**config.mk**
```make
export PLATFORM = sky130hd
export DESIGN_NAME = cache_wr_path
export DESIGN_NICKNAME = d
export VERILOG_FILES = /design/src/cache_wr_pkg.sv /design/src/cache_wr_buffer.sv /design/src/axi_wr_beat_gen.sv /design/src/axi_wr_ctrl.sv /design/src/cache_wr_path.sv
export SDC_FILE = /design/constraint.sdc
export NUM_CORES = 1
export LEC_CHECK = 0
export BUFFER_PORTS_ARGS = -buffer_cell sky130_fd_sc_hd__buf_2
export CORE_MARGIN = 2
export CORE_UTILIZATION = 32
export CTS_CLUSTER_DIAMETER = 80
export CTS_CLUSTER_SIZE = 30
export DETAILED_ROUTE_END_ITERATION = 6
export GPL_TIMING_DRIVEN = 0
export PLACE_DENSITY_LB_ADDON = 0.15
export SLEW_MARGIN = 20
export SYNTH_ARGS = -nofsm -noshare
export SYNTH_HDL_FRONTEND = slang
export SYNTH_SLANG_ARGS = --single-unit
```
**constraint.sdc**
```tcl
create_clock -name clk_i -period 10.7 [get_ports clk_i]
set_input_delay 1.07 -clock clk_i [delete_from_list [all_inputs] [get_ports clk_i]]
set_output_delay 1.07 -clock clk_i [all_outputs]
set_load 0.05 [all_outputs]
```
**src/cache_wr_pkg.sv**
```systemverilog
package cache_wr_pkg;

   // address and data widths
   localparam int ADDR_W    = 24;  // byte address
   localparam int DATA_W    = 32;  // cache word
   localparam int BE_DATA_W = 64;  // memory beat

   localparam int NBYTES    = DATA_W / 8;
   localparam int BE_NBYTES = BE_DATA_W / 8;
   localparam int NBYTES_W  = $clog2(NBYTES);     // word offset bits
   localparam int BE_OFF_W  = $clog2(BE_NBYTES);  // beat offset bits
   localparam int WORD_SEL_W = BE_OFF_W - NBYTES_W;  // word slot within a beat

   // line geometry
   localparam int LINE_WORDS     = 4;
   localparam int LINE_W         = LINE_WORDS * DATA_W;
   localparam int LINE_OFF_W     = $clog2(LINE_W / 8);
   localparam int BEATS_PER_LINE = LINE_W / BE_DATA_W;
   localparam int BEAT_CNT_W     = $clog2(BEATS_PER_LINE);

   localparam int WORD_ADDR_W = ADDR_W - NBYTES_W;    // 22
   localparam int LINE_ADDR_W = ADDR_W - LINE_OFF_W;  // 20

   // payload is sized by the line request, the larger of the two
   localparam int REQ_W      = LINE_ADDR_W + LINE_W;
   localparam int WORD_PAD_W = REQ_W - WORD_ADDR_W - DATA_W - NBYTES;

   // entry kinds
   localparam logic KIND_WORD = 1'b0;
   localparam logic KIND_LINE = 1'b1;

   // AXI write response
   localparam logic [1:0] RESP_OKAY = 2'b00;

   typedef struct packed {
      logic [WORD_PAD_W-1:0]  pad;   // unused upper bits
      logic [WORD_ADDR_W-1:0] addr;  // byte address without low bits
      logic [DATA_W-1:0]      data;
      logic [NBYTES-1:0]      strb;
   } word_req_t;

   typedef struct packed {
      logic [LINE_ADDR_W-1:0] addr;  // line address
      logic [LINE_W-1:0]      data;
   } line_req_t;

   // one stored payload, read as a word or as a line depending on kind
   typedef union packed {
      word_req_t word;
      line_req_t line;
   } req_payload_t;

   typedef struct packed {
      logic         kind;  // 0 word, 1 line
      req_payload_t payload;
   } wr_entry_t;

endpackage

```
**src/cache_wr_buffer.sv**
```systemverilog
`timescale 1ns/1ps

module cache_wr_buffer
   import cache_wr_pkg::*;
#(
   parameter int BUF_DEPTH_W = 2
) (
   input  logic      clk_i,
   input  logic      reset,
   input  logic      push_i,
   input  wr_entry_t entry_i,
   input  logic      pop_i,
   output wr_entry_t head_o,
   output logic      full_o,
   output logic      empty_o
);

   localparam int DEPTH = 2 ** BUF_DEPTH_W;

   wr_entry_t mem [DEPTH];  // entry storage, no reset

   logic [BUF_DEPTH_W-1:0] wr_ptr;
   logic [BUF_DEPTH_W-1:0] rd_ptr;
   logic [BUF_DEPTH_W:0]   count;  // one extra bit to tell full from empty

   logic do_push;
   logic do_pop;

   assign do_push = push_i & ~full_o;
   assign do_pop  = pop_i & ~empty_o;

   assign full_o  = (count == (BUF_DEPTH_W + 1)'(DEPTH));
   assign empty_o = (count == '0);
   assign head_o  = mem[rd_ptr];  // oldest entry

   always_ff @(posedge clk_i) begin
      if (do_push) begin
         mem[wr_ptr] <= entry_i;
      end
   end

   always_ff @(posedge clk_i or posedge reset) begin
      if (reset) begin
         wr_ptr <= '0;
         rd_ptr <= '0;
         count  <= '0;
      end else begin
         if (do_push) begin
            wr_ptr <= wr_ptr + 1'b1;  // wraps around
         end
         if (do_pop) begin
            rd_ptr <= rd_ptr + 1'b1;
         end
         case ({do_push, do_pop})
            2'b10:   count <= count + 1'b1;
            2'b01:   count <= count - 1'b1;
            default: count <= count;  // both or neither
         endcase
      end
   end

   // the request side must respect req_ready
   a_no_push_full : assert property (
      @(posedge clk_i) disable iff (reset) push_i |-> !full_o
   ) else $error("push into full write buffer");

   // controller pops only an entry it has finished
   a_no_pop_empty : assert property (
      @(posedge clk_i) disable iff (reset) pop_i |-> !empty_o
   ) else $error("pop from empty write buffer");

endmodule

```
**src/axi_wr_beat_gen.sv**
```systemverilog
`timescale 1ns/1ps

module axi_wr_beat_gen
   import cache_wr_pkg::*;
#(
   parameter int AXI_AW_LEN_W = 8
) (
   input  logic                    clk_i,
   input  logic                    reset,
   input  wr_entry_t               head_i,
   input  logic                    beat_clr_i,
   input  logic                    beat_inc_i,
   output logic                    last_beat_o,
   output logic [ADDR_W-1:0]       axi_awaddr_o,
   output logic [AXI_AW_LEN_W-1:0] axi_awlen_o,
   output logic [BE_DATA_W-1:0]    axi_wdata_o,
   output logic [BE_NBYTES-1:0]    axi_wstrb_o,
   output logic                    axi_wlast_o
);

   logic [BEAT_CNT_W-1:0] beat_cnt;  // beat index within the burst

   word_req_t word_req;
   line_req_t line_req;
   logic      is_line;

   // same payload bits, two views
   assign word_req = head_i.payload.word;
   assign line_req = head_i.payload.line;
   assign is_line  = (head_i.kind == KIND_LINE);

   always_ff @(posedge clk_i or posedge reset) begin
      if (reset) begin
         beat_cnt <= '0;
      end else if (beat_clr_i) begin
         beat_cnt <= '0;  // new or repeated transaction
      end else if (beat_inc_i) begin
         beat_cnt <= beat_cnt + 1'b1;
      end
   end

   always_comb begin
      if (is_line) begin
         // burst aligned to the line, low half first
         axi_awaddr_o = {line_req.addr, {LINE_OFF_W{1'b0}}};
         axi_awlen_o  = AXI_AW_LEN_W'(BEATS_PER_LINE - 1);
         axi_wdata_o  = line_req.data[beat_cnt*BE_DATA_W +: BE_DATA_W];
         axi_wstrb_o  = {BE_NBYTES{1'b1}};
         last_beat_o  = (beat_cnt == BEAT_CNT_W'(BEATS_PER_LINE - 1));
      end else begin
         // single beat, word replicated over the beat
         axi_awaddr_o = {word_req.addr[WORD_ADDR_W-1:WORD_SEL_W], {BE_OFF_W{1'b0}}};
         axi_awlen_o  = '0;
         axi_wdata_o  = {(BE_DATA_W / DATA_W){word_req.data}};
         axi_wstrb_o  = BE_NBYTES'(word_req.strb)
                        << (word_req.addr[WORD_SEL_W-1:0] * NBYTES);  // pick word slot
         last_beat_o  = 1'b1;
      end
   end

   // final beat once the counter reaches the burst length
   assign axi_wlast_o = (AXI_AW_LEN_W'(beat_cnt) == axi_awlen_o);

   // controller must stop stepping at the final beat
   a_cnt_no_overrun : assert property (
      @(posedge clk_i) disable iff (reset) beat_inc_i |-> !last_beat_o
   ) else $error("beat counter stepped past last beat");

endmodule

```
**src/axi_wr_ctrl.sv**
```systemverilog
`timescale 1ns/1ps

module axi_wr_ctrl
   import cache_wr_pkg::*;
(
   input  logic       clk_i,
   input  logic       reset,
   input  logic       empty_i,
   input  logic       last_beat_i,
   output logic       pop_o,
   output logic       beat_clr_o,
   output logic       beat_inc_o,
   output logic       idle_o,
   output logic       axi_awvalid_o,
   input  logic       axi_awready_i,
   output logic       axi_wvalid_o,
   input  logic       axi_wready_i,
   input  logic       axi_wlast_i,
   input  logic       axi_bvalid_i,
   input  logic [1:0] axi_bresp_i,
   output logic       axi_bready_o
);

   localparam logic [1:0] ST_IDLE   = 2'd0;
   localparam logic [1:0] ST_ADDR   = 2'd1;
   localparam logic [1:0] ST_WRITE  = 2'd2;
   localparam logic [1:0] ST_VERIFY = 2'd3;

   logic [1:0] state;
   logic [1:0] state_nxt;

   logic aw_hs;
   logic w_hs;
   logic b_hs;
   logic b_okay;

   assign aw_hs  = axi_awvalid_o & axi_awready_i;
   assign w_hs   = axi_wvalid_o & axi_wready_i;
   assign b_hs   = axi_bvalid_i & axi_bready_o;
   assign b_okay = (axi_bresp_i == RESP_OKAY);

   // after a pop the address state may find the buffer drained
   assign axi_awvalid_o = (state == ST_ADDR) & ~empty_i;
   assign axi_wvalid_o  = (state == ST_WRITE);
   assign axi_bready_o  = (state == ST_VERIFY);

   assign pop_o      = b_hs & b_okay;         // entry done
   assign beat_clr_o = b_hs;                  // fresh count for next or retried entry
   assign beat_inc_o = w_hs & ~last_beat_i;   // step until the final beat
   assign idle_o     = (state == ST_IDLE) & empty_i;

   always_comb begin
      state_nxt = state;
      case (state)
         ST_IDLE: begin
            if (!empty_i) begin
               state_nxt = ST_ADDR;
            end
         end
         ST_ADDR: begin
            if (empty_i) begin
               state_nxt = ST_IDLE;  // nothing left after the last pop
            end else if (aw_hs) begin
               state_nxt = ST_WRITE;
            end
         end
         ST_WRITE: begin
            if (w_hs && last_beat_i) begin
               state_nxt = ST_VERIFY;
            end
         end
         default: begin  // verify
            if (b_hs) begin
               // okay moves on to the next entry, error repeats this one
               state_nxt = ST_ADDR;
            end
         end
      endcase
   end

   always_ff @(posedge clk_i or posedge reset) begin
      if (reset) begin
         state <= ST_IDLE;
      end else begin
         state <= state_nxt;
      end
   end

   // AXI rule: address valid is held until accepted
   a_awvalid_stable : assert property (
      @(posedge clk_i) disable iff (reset)
      axi_awvalid_o && !axi_awready_i |=> axi_awvalid_o
   ) else $error("awvalid dropped before awready");

   // wlast from the beat generator must agree with the counter
   a_wlast_match : assert property (
      @(posedge clk_i) disable iff (reset)
      w_hs |-> (axi_wlast_i == last_beat_i)
   ) else $error("wlast does not match last beat");

endmodule

```
**src/cache_wr_path.sv**
```systemverilog
`timescale 1ns/1ps

module cache_wr_path
   import cache_wr_pkg::*;
#(
   parameter int BUF_DEPTH_W  = 2,
   parameter int AXI_AW_LEN_W = 8
) (
   input  logic                    clk_i,
   input  logic                    reset,
   // request from the cache core
   input  logic                    req_valid_i,
   input  logic                    req_kind_i,
   input  logic [ADDR_W-1:0]       req_addr_i,
   input  logic [LINE_W-1:0]       req_wdata_i,
   input  logic [NBYTES-1:0]       req_wstrb_i,
   output logic                    req_ready_o,
   output logic                    idle_o,
   // AXI write channel
   output logic [ADDR_W-1:0]       axi_awaddr_o,
   output logic [AXI_AW_LEN_W-1:0] axi_awlen_o,
   output logic                    axi_awvalid_o,
   input  logic                    axi_awready_i,
   output logic [BE_DATA_W-1:0]    axi_wdata_o,
   output logic [BE_NBYTES-1:0]    axi_wstrb_o,
   output logic                    axi_wlast_o,
   output logic                    axi_wvalid_o,
   input  logic                    axi_wready_i,
   input  logic                    axi_bvalid_i,
   input  logic [1:0]              axi_bresp_i,
   output logic                    axi_bready_o
);

   wr_entry_t new_entry;
   wr_entry_t head;
   logic      buf_full;
   logic      buf_empty;
   logic      push;
   logic      pop;
   logic      beat_clr;
   logic      beat_inc;
   logic      last_beat;

   assign req_ready_o = ~buf_full;
   assign push        = req_valid_i & req_ready_o;

   always_comb begin
      new_entry      = '0;
      new_entry.kind = req_kind_i;
      if (req_kind_i == KIND_LINE) begin
         new_entry.payload.line.addr = req_addr_i[ADDR_W-1:LINE_OFF_W];
         new_entry.payload.line.data = req_wdata_i;
      end else begin
         new_entry.payload.word.addr = req_addr_i[ADDR_W-1:NBYTES_W];
         new_entry.payload.word.data = req_wdata_i[DATA_W-1:0];  // low word only
         new_entry.payload.word.strb = req_wstrb_i;
      end
   end

   cache_wr_buffer #(
      .BUF_DEPTH_W(BUF_DEPTH_W)
   ) wr_buffer_i (
      .clk_i  (clk_i),
      .reset  (reset),
      .push_i (push),
      .entry_i(new_entry),
      .pop_i  (pop),
      .head_o (head),
      .full_o (buf_full),
      .empty_o(buf_empty)
   );

   axi_wr_ctrl wr_ctrl_i (
      .clk_i        (clk_i),
      .reset        (reset),
      .empty_i      (buf_empty),
      .last_beat_i  (last_beat),
      .pop_o        (pop),
      .beat_clr_o   (beat_clr),
      .beat_inc_o   (beat_inc),
      .idle_o       (idle_o),
      .axi_awvalid_o(axi_awvalid_o),
      .axi_awready_i(axi_awready_i),
      .axi_wvalid_o (axi_wvalid_o),
      .axi_wready_i (axi_wready_i),
      .axi_wlast_i  (axi_wlast_o),
      .axi_bvalid_i (axi_bvalid_i),
      .axi_bresp_i  (axi_bresp_i),
      .axi_bready_o (axi_bready_o)
   );

   axi_wr_beat_gen #(
      .AXI_AW_LEN_W(AXI_AW_LEN_W)
   ) beat_gen_i (
      .clk_i       (clk_i),
      .reset       (reset),
      .head_i      (head),
      .beat_clr_i  (beat_clr),
      .beat_inc_i  (beat_inc),
      .last_beat_o (last_beat),
      .axi_awaddr_o(axi_awaddr_o),
      .axi_awlen_o (axi_awlen_o),
      .axi_wdata_o (axi_wdata_o),
      .axi_wstrb_o (axi_wstrb_o),
      .axi_wlast_o (axi_wlast_o)
   );

endmodule

```
# Yosys cells after proc, flatten, opt, wreduce, memory -nomap -nowiden
# Memory sizes are Yosys's and may differ from the RTL's.
# Cells that the tools add are included.
[classes]
n_addsub = 5
multipliers = 0
div_mod_pow = 0
order_cmp = 0
n_eq_ne = 10
n_shift = 2
mux = 18
bitwise = 13
reduce_logical = 8
[op_table]
columns = ["op", "count"]
rows = [
  ["variable part select 128 x 8 -> 64 bit", 1],
  ["2-to-1 mux 90 bit", 1],
  ["2-to-1 mux 64 bit", 1],
  ["2-to-1 mux 58 bit", 1],
  ["2-to-1 mux 24 bit", 1],
  ["AND 1 bit", 10],
  ["2-to-1 mux 2 bit", 5],
  ["2-to-1 mux 8 bit", 1],
  ["left shift 4 x 3 -> 8 bit", 1],
  ["equality test 2 bit (second input constant)", 3],
  ["2-to-1 mux 1 bit", 6],
  ["case mux 2 bit (3 select lines)", 1],
  ["case mux 3 bit (2 select lines)", 1],
  ["adder 2 x 1 -> 2 bit (second input constant)", 2],
  ["equality test 2 x 1 -> 1 bit (second input constant)", 2],
  ["zero test 2 bit", 2],
  ["!= test 2 bit (second input constant)", 2],
  ["AND reduction 4 bit", 1],
  ["nonzero test 2 bit", 2],
  ["nonzero test 4 bit", 1],
  ["adder 3 x 1 -> 3 bit (second input constant)", 1],
  ["equality test 3 bit (second input constant)", 1],
  ["zero test 3 bit", 1],
  ["!= test 3 x 1 -> 1 bit (second input constant)", 1],
  ["5 further kinds", 7],
]
[word_totals]
regBits = 10
latchBits = 0
ram_bits = 596
romBits = 0
out_inout_bits = 110
memories = 1
[mem_list]
columns = ["memory", "words", "width", "rd", "rd_clocked_by_memory_dff", "wr", "line", "rtl"]
rows = [
  ["wr_buffer_i.mem", 4, 149, 1, 0, 1, "cache_wr_buffer.sv:20", "wr_entry_t mem [DEPTH];"],
]

# Depth between registers and ports, before layout
[logic_depth]
word_depth = 7
depth_mapped = 10
mapped_depth_nobuf = 9

# By module
# A second synthesis with hierarchy kept.
[unflattened]
hier_cells = 1242
hier_area_um2 = 25296.8
[modules_own_cells]
columns = ["module", "instances", "cells_each", "area_per_inst_um2", "seq_area_each_um2"]
rows = [
  ["cache_wr_buffer", 1, 817, 21902.3, 18072.3],
  ["axi_wr_beat_gen", 1, 231, 1707.9, 25.0],
  ["cache_wr_path", 1, 166, 1440.1, 0.0],
  ["axi_wr_ctrl", 1, 28, 246.5, 50.0],
]

# Worst setup path after synthesis
# Ideal clock, no wire load.
[synth_path]
kind = "input to register"
from = "input port req_valid_i"
to = "memory wr_buffer_i.mem[0][0] in the netlist's numbering, enable pin"
arrival_time_ns = 4.523
required_ns = 10.172
setup_slack_ns = 5.649
stages = 1
n_path_buf = 0
path_cell_list = "and3_1"
[synth_between]
elab_chain_len = 4
[synth_rtl]
columns = ["item", "line", "rtl"]
rows = [
  ["from (decl)", "cache_wr_path.sv:12", "input logic req_valid_i,"],
  ["AND 1 bit", "cache_wr_path.sv:45", "assign push = req_valid_i & req_ready_o;"],
  ["AND 1 bit", "cache_wr_buffer.sv:29", "assign do_push = push_i & ~full_o;"],
  ["2-to-1 mux 1 bit", "cache_wr_buffer.sv:37", "if (do_push) begin"],
  ["2-to-1 mux 1 bit (implied by the code)", "cache_wr_buffer.sv:38", "mem[wr_ptr] <= entry_i;"],
  ["to (decl)", "cache_wr_buffer.sv:20", ""],
]
# Every way passes these cells.

# Worst setup path after layout
[layout_path]
from = "register wr_buffer_i.rd_ptr[0]"
to = "output port axi_wdata_o[27]"
[layout_between]
elab_chain_len = 3
[layout_rtl]
columns = ["item", "line", "rtl"]
rows = [
  ["from (decl)", "cache_wr_buffer.sv:23", "logic [BUF_DEPTH_W-1:0] rd_ptr;"],
  ["from (signal assigned)", "cache_wr_buffer.sv:52", "rd_ptr <= rd_ptr + 1'b1;"],
  ["memory (4 x 149 bit) (*)", "--", ""],
  ["variable part select 128 x 8 -> 64 bit", "axi_wr_beat_gen.sv:47", "axi_wdata_o = line_req.data[beat_cnt*BE_DATA_W +: BE_DATA_W];"],
  ["2-to-1 mux 64 bit (*)", "axi_wr_beat_gen.sv:43", "if (is_line) begin"],
  ["to (decl)", "cache_wr_path.sv:24", "output logic [BE_DATA_W-1:0] axi_wdata_o,"],
]
# Mark *: on every way between the ends. The rest lies on a longest branch, timed or not.

==> results.json <==
{
  "status": "complete, no violations",
  "hold_buffers": 0,
  "drtIter0Drc": 1114,
  "post-route-drc-count": 0,
  "multi_input_area_um2": 7600,
  "dpl_cell_area_um2": 29500,
  "cts_sinks": 606,
  "cts-root-buf": "clkbuf_16",
  "async_reset_ff_share_pct": 1.65,
  "synth-simple-area-share_pct": 4.77,
  "worst_pin_slew_ns": 0.973,
  "pre_cts_ws_ns": 6.49,
  "slew_headroom_pct": 35.1,
  "start_util_pct": 32.2,
  "cts-htree-levels": 2,
  "yosysUniqueCellTypes": 40,
  "post_cts_buffers": 0,
  "yosysSeqAreaShare_pct": 68.8,
  "cts_resized": 0,
  "setup-tns-final_ns": 0,
  "globalplace.congestion": 0.757,
  "fp.dieW_um": 291,
  "maxCapViolations": 0,
  "peakVddDrop_uv": 211,
  "critPathArrivalTime_ns": 3.66,
  "core_area_um2": 81800,
  "min_path_type": "in -> async",
  "clk-insertion-delay-late_ns": 0.59,
  "synth_warnings": 0,
  "fin_crit_ns": 4.73,
  "cp_slowest_stage_delay_ns": 0.55,
  "grt_pass1_vias": 15800,
  "synth_edf_count": 596,
  "syn_to_final_growth_pct": 16.6,
  "synthAdderAreaFrac_pct": 0.598,
  "crit_chain": "buf_4, buf_4, nand2_1, clkbuf_1, o22ai_1, o21ai_1, buf_2",
  "route.final.wire_length_um": 82400,
  "layout_common_cells": "596 x edfxtp_1, 303 x buf_2, 286 x mux2_2, 92 x and2_1, 78 x nor2_1",
  "fill_cells": 7776,
  "antenna_found_initial": 3,
  "track_usage_pct": 19.0,
  "cts_made_buffers": 35,
  "antenna_left": 0,
  "synthTopCellsByArea": "edfxtp_1 68%, mux2_2 12%, o221ai_2 3.3%",
  "drt_first_pass_iters": 5,
  "yosysTopAreaCell": "edfxtp_1",
  "port_buffers": 262,
  "p_total_mw": 9.90,
  "hold_violations": 0,
  "fin_cells": 2996,
  "cp_common_cell": "buf_4",
  "ios": 275,
  "hold_ws_ns": 0.495,
  "muxShareOfSynthArea_pct": 16.1,
  "die_height_um": 291,
  "cp_max_fo": 10,
  "route.vias.total": 15200,
  "wl_per_cell_um": 27.5,
  "placed_cells": 2933,
  "power_density_nw_per_um2": 322,
  "grt_overflow_total": 0,
  "synth_top_family_by_area": "multiplexers",
  "regArea_um2": 18100,
  "path_clk_slew_ns": 0.11,
  "ys_ff_latch": 606,
  "grt_pass1_wl_um": 116000,
  "required_ns": 9.63,
  "grt_max_degree": 41,
  "timing.fmax_ghz": 0.211,
  "synthCells": 1575,
  "synth_flop_cell": "edfxtp_1",
  "clockBufferDepth": 3,
  "synth_top_area_share_pct": 67.9,
  "drt-vias-per-instance": 5.08,
  "synth_area_um2": 26400,
  "worst_setup_path_end_kind": "output port",
  "cts_tree": "done",
  "setup_ws_ns": 5.97,
  "fp.dieArea_um2": 84700,
  "fin_skew_ns": 0.0222,
  "crit_type": "reg -> out",
  "slew_violations": 0,
  "final_util_pct": 37.5,
  "fin_nets": 2077,
  "worst_setup_path_start_kind": "flop",
  "avgSynthCellArea_um2": 16.7,
  "setup_viol": 0,
  "synth_xor_area_share_pct": 0.233,
  "rsz0062_at_grt": "false",
  "period_share_pct": 44.2,
  "core.rowCount": 105,
  "critPathSlowestCell": "clkbuf_1",
  "synth_compound_gate_area_share_pct": 6.94,
  "layout_commonest_cell": "edfxtp_1",
  "layout-drive-gt1-share_pct": 41.1,
  "place_hpwl_um": 59300,
  "final_area_um2": 30700,
  "power_leakage_nw": 10.5
}
==> registers in the layout, summed over array words and instances (netlist names) <==
signal,count
wr_buffer_i.rd_ptr,2
wr_buffer_i.wr_ptr,2
wr_ctrl_i.state,2
beat_gen_i.beat_cnt,1
wr_buffer_i.mem,596
wr_buffer_i.count,3
==> kinds of logic (layout without fill, tap and decap cells) <==
group                      Yosys count  count (layout)
AOI/OAI and AO/OA                  225             225
DFF                                606             606
and+or+nand+nor                    246             246
other                                1              11
buffers and inverters              123             464
adders and majority gates           12              12
xor gates and xnor gates             7               7
muxes                              355             355
==> area by class of cell <==
type | count | share of cell area [%]
antenna | 1 | 0.00814
buffer | 111 | 2.02
clock buffer | 37 | 3.01
clock inverter | 25 | 0.985
inverter | 12 | 0.147
multi-input combinational | 855 | 24.7
sequential | 606 | 59.1
tap | 1070 | 4.36
timing repair buffer | 279 | 5.67
==> worst paths after layout <==
path / endpoint / slack (ns) / cells past startpoint / from
setup / recovery: axi_wdata_o[27] / 5.97 / 7 / wr_buffer_i.rd_ptr[0]
hold / removal: wr_buffer_i.count[0] / 0.50 / 2 / reset
setup reg to reg: wr_ctrl_i.state[0] / 7.93 / 10 / wr_buffer_i.rd_ptr[1]
hold reg to reg: wr_buffer_i.count[0] / 0.50 / 1 / wr_buffer_i.count[0]
max in group asynchronous: wr_ctrl_i.state[0] / 9.85 / 2 / reset
min in group clk_i: wr_buffer_i.count[0] / 0.50 / 1 / wr_buffer_i.count[0]
==> report_power, final <==
part	internal, mW	switching, mW
Sequential	3.14	0.0952
Clock	0.704	0.867
Combinational	1.44	3.65
==> worst max-delay path: cells and delay by family, from the launching register on <==
kind / cells / cell delay [ns]
buffers and inverters: 4 / 1.42
AO/OA/AOI/OAI: 2 / 0.70
AND/OR/NAND/NOR: 1 / 0.50
flip-flops: 1 / 0.43
==> metal layers <==
layer	share of wire, %	vias up	track usage (%)
li1	-	6794	-
met1	45	7931	26.6
met2	48	422	31.7
met3	4.4	81	2.37
met4	2.0	4	3.96
met5	0.029	-	0
==> synth_stat cells (2+ instances only) <==
master      n
and2_1     92
nand3_1     3
mux2_2    286
nand2_1    32
o221ai_2   58
xnor2_1     5
nor2_1     78
a221o_1     6
buf_4      21
buf_6       2
o22ai_1    53
mux2i_1    42
a211oi_1    2
a31o_2      4
inv_2       2
dfrtp_1    10
mux4_2     26
buf_2      41
or3_1      32
clkbuf_1   36
xor2_1      2
nor3_1      2
inv_1       9
edfxtp_1  596
o21ai_0    39
ha_1       11
buf_8       5
and3_1      4
buf_1       6
o21ai_1    60
(Power assumes the default switching activity.)
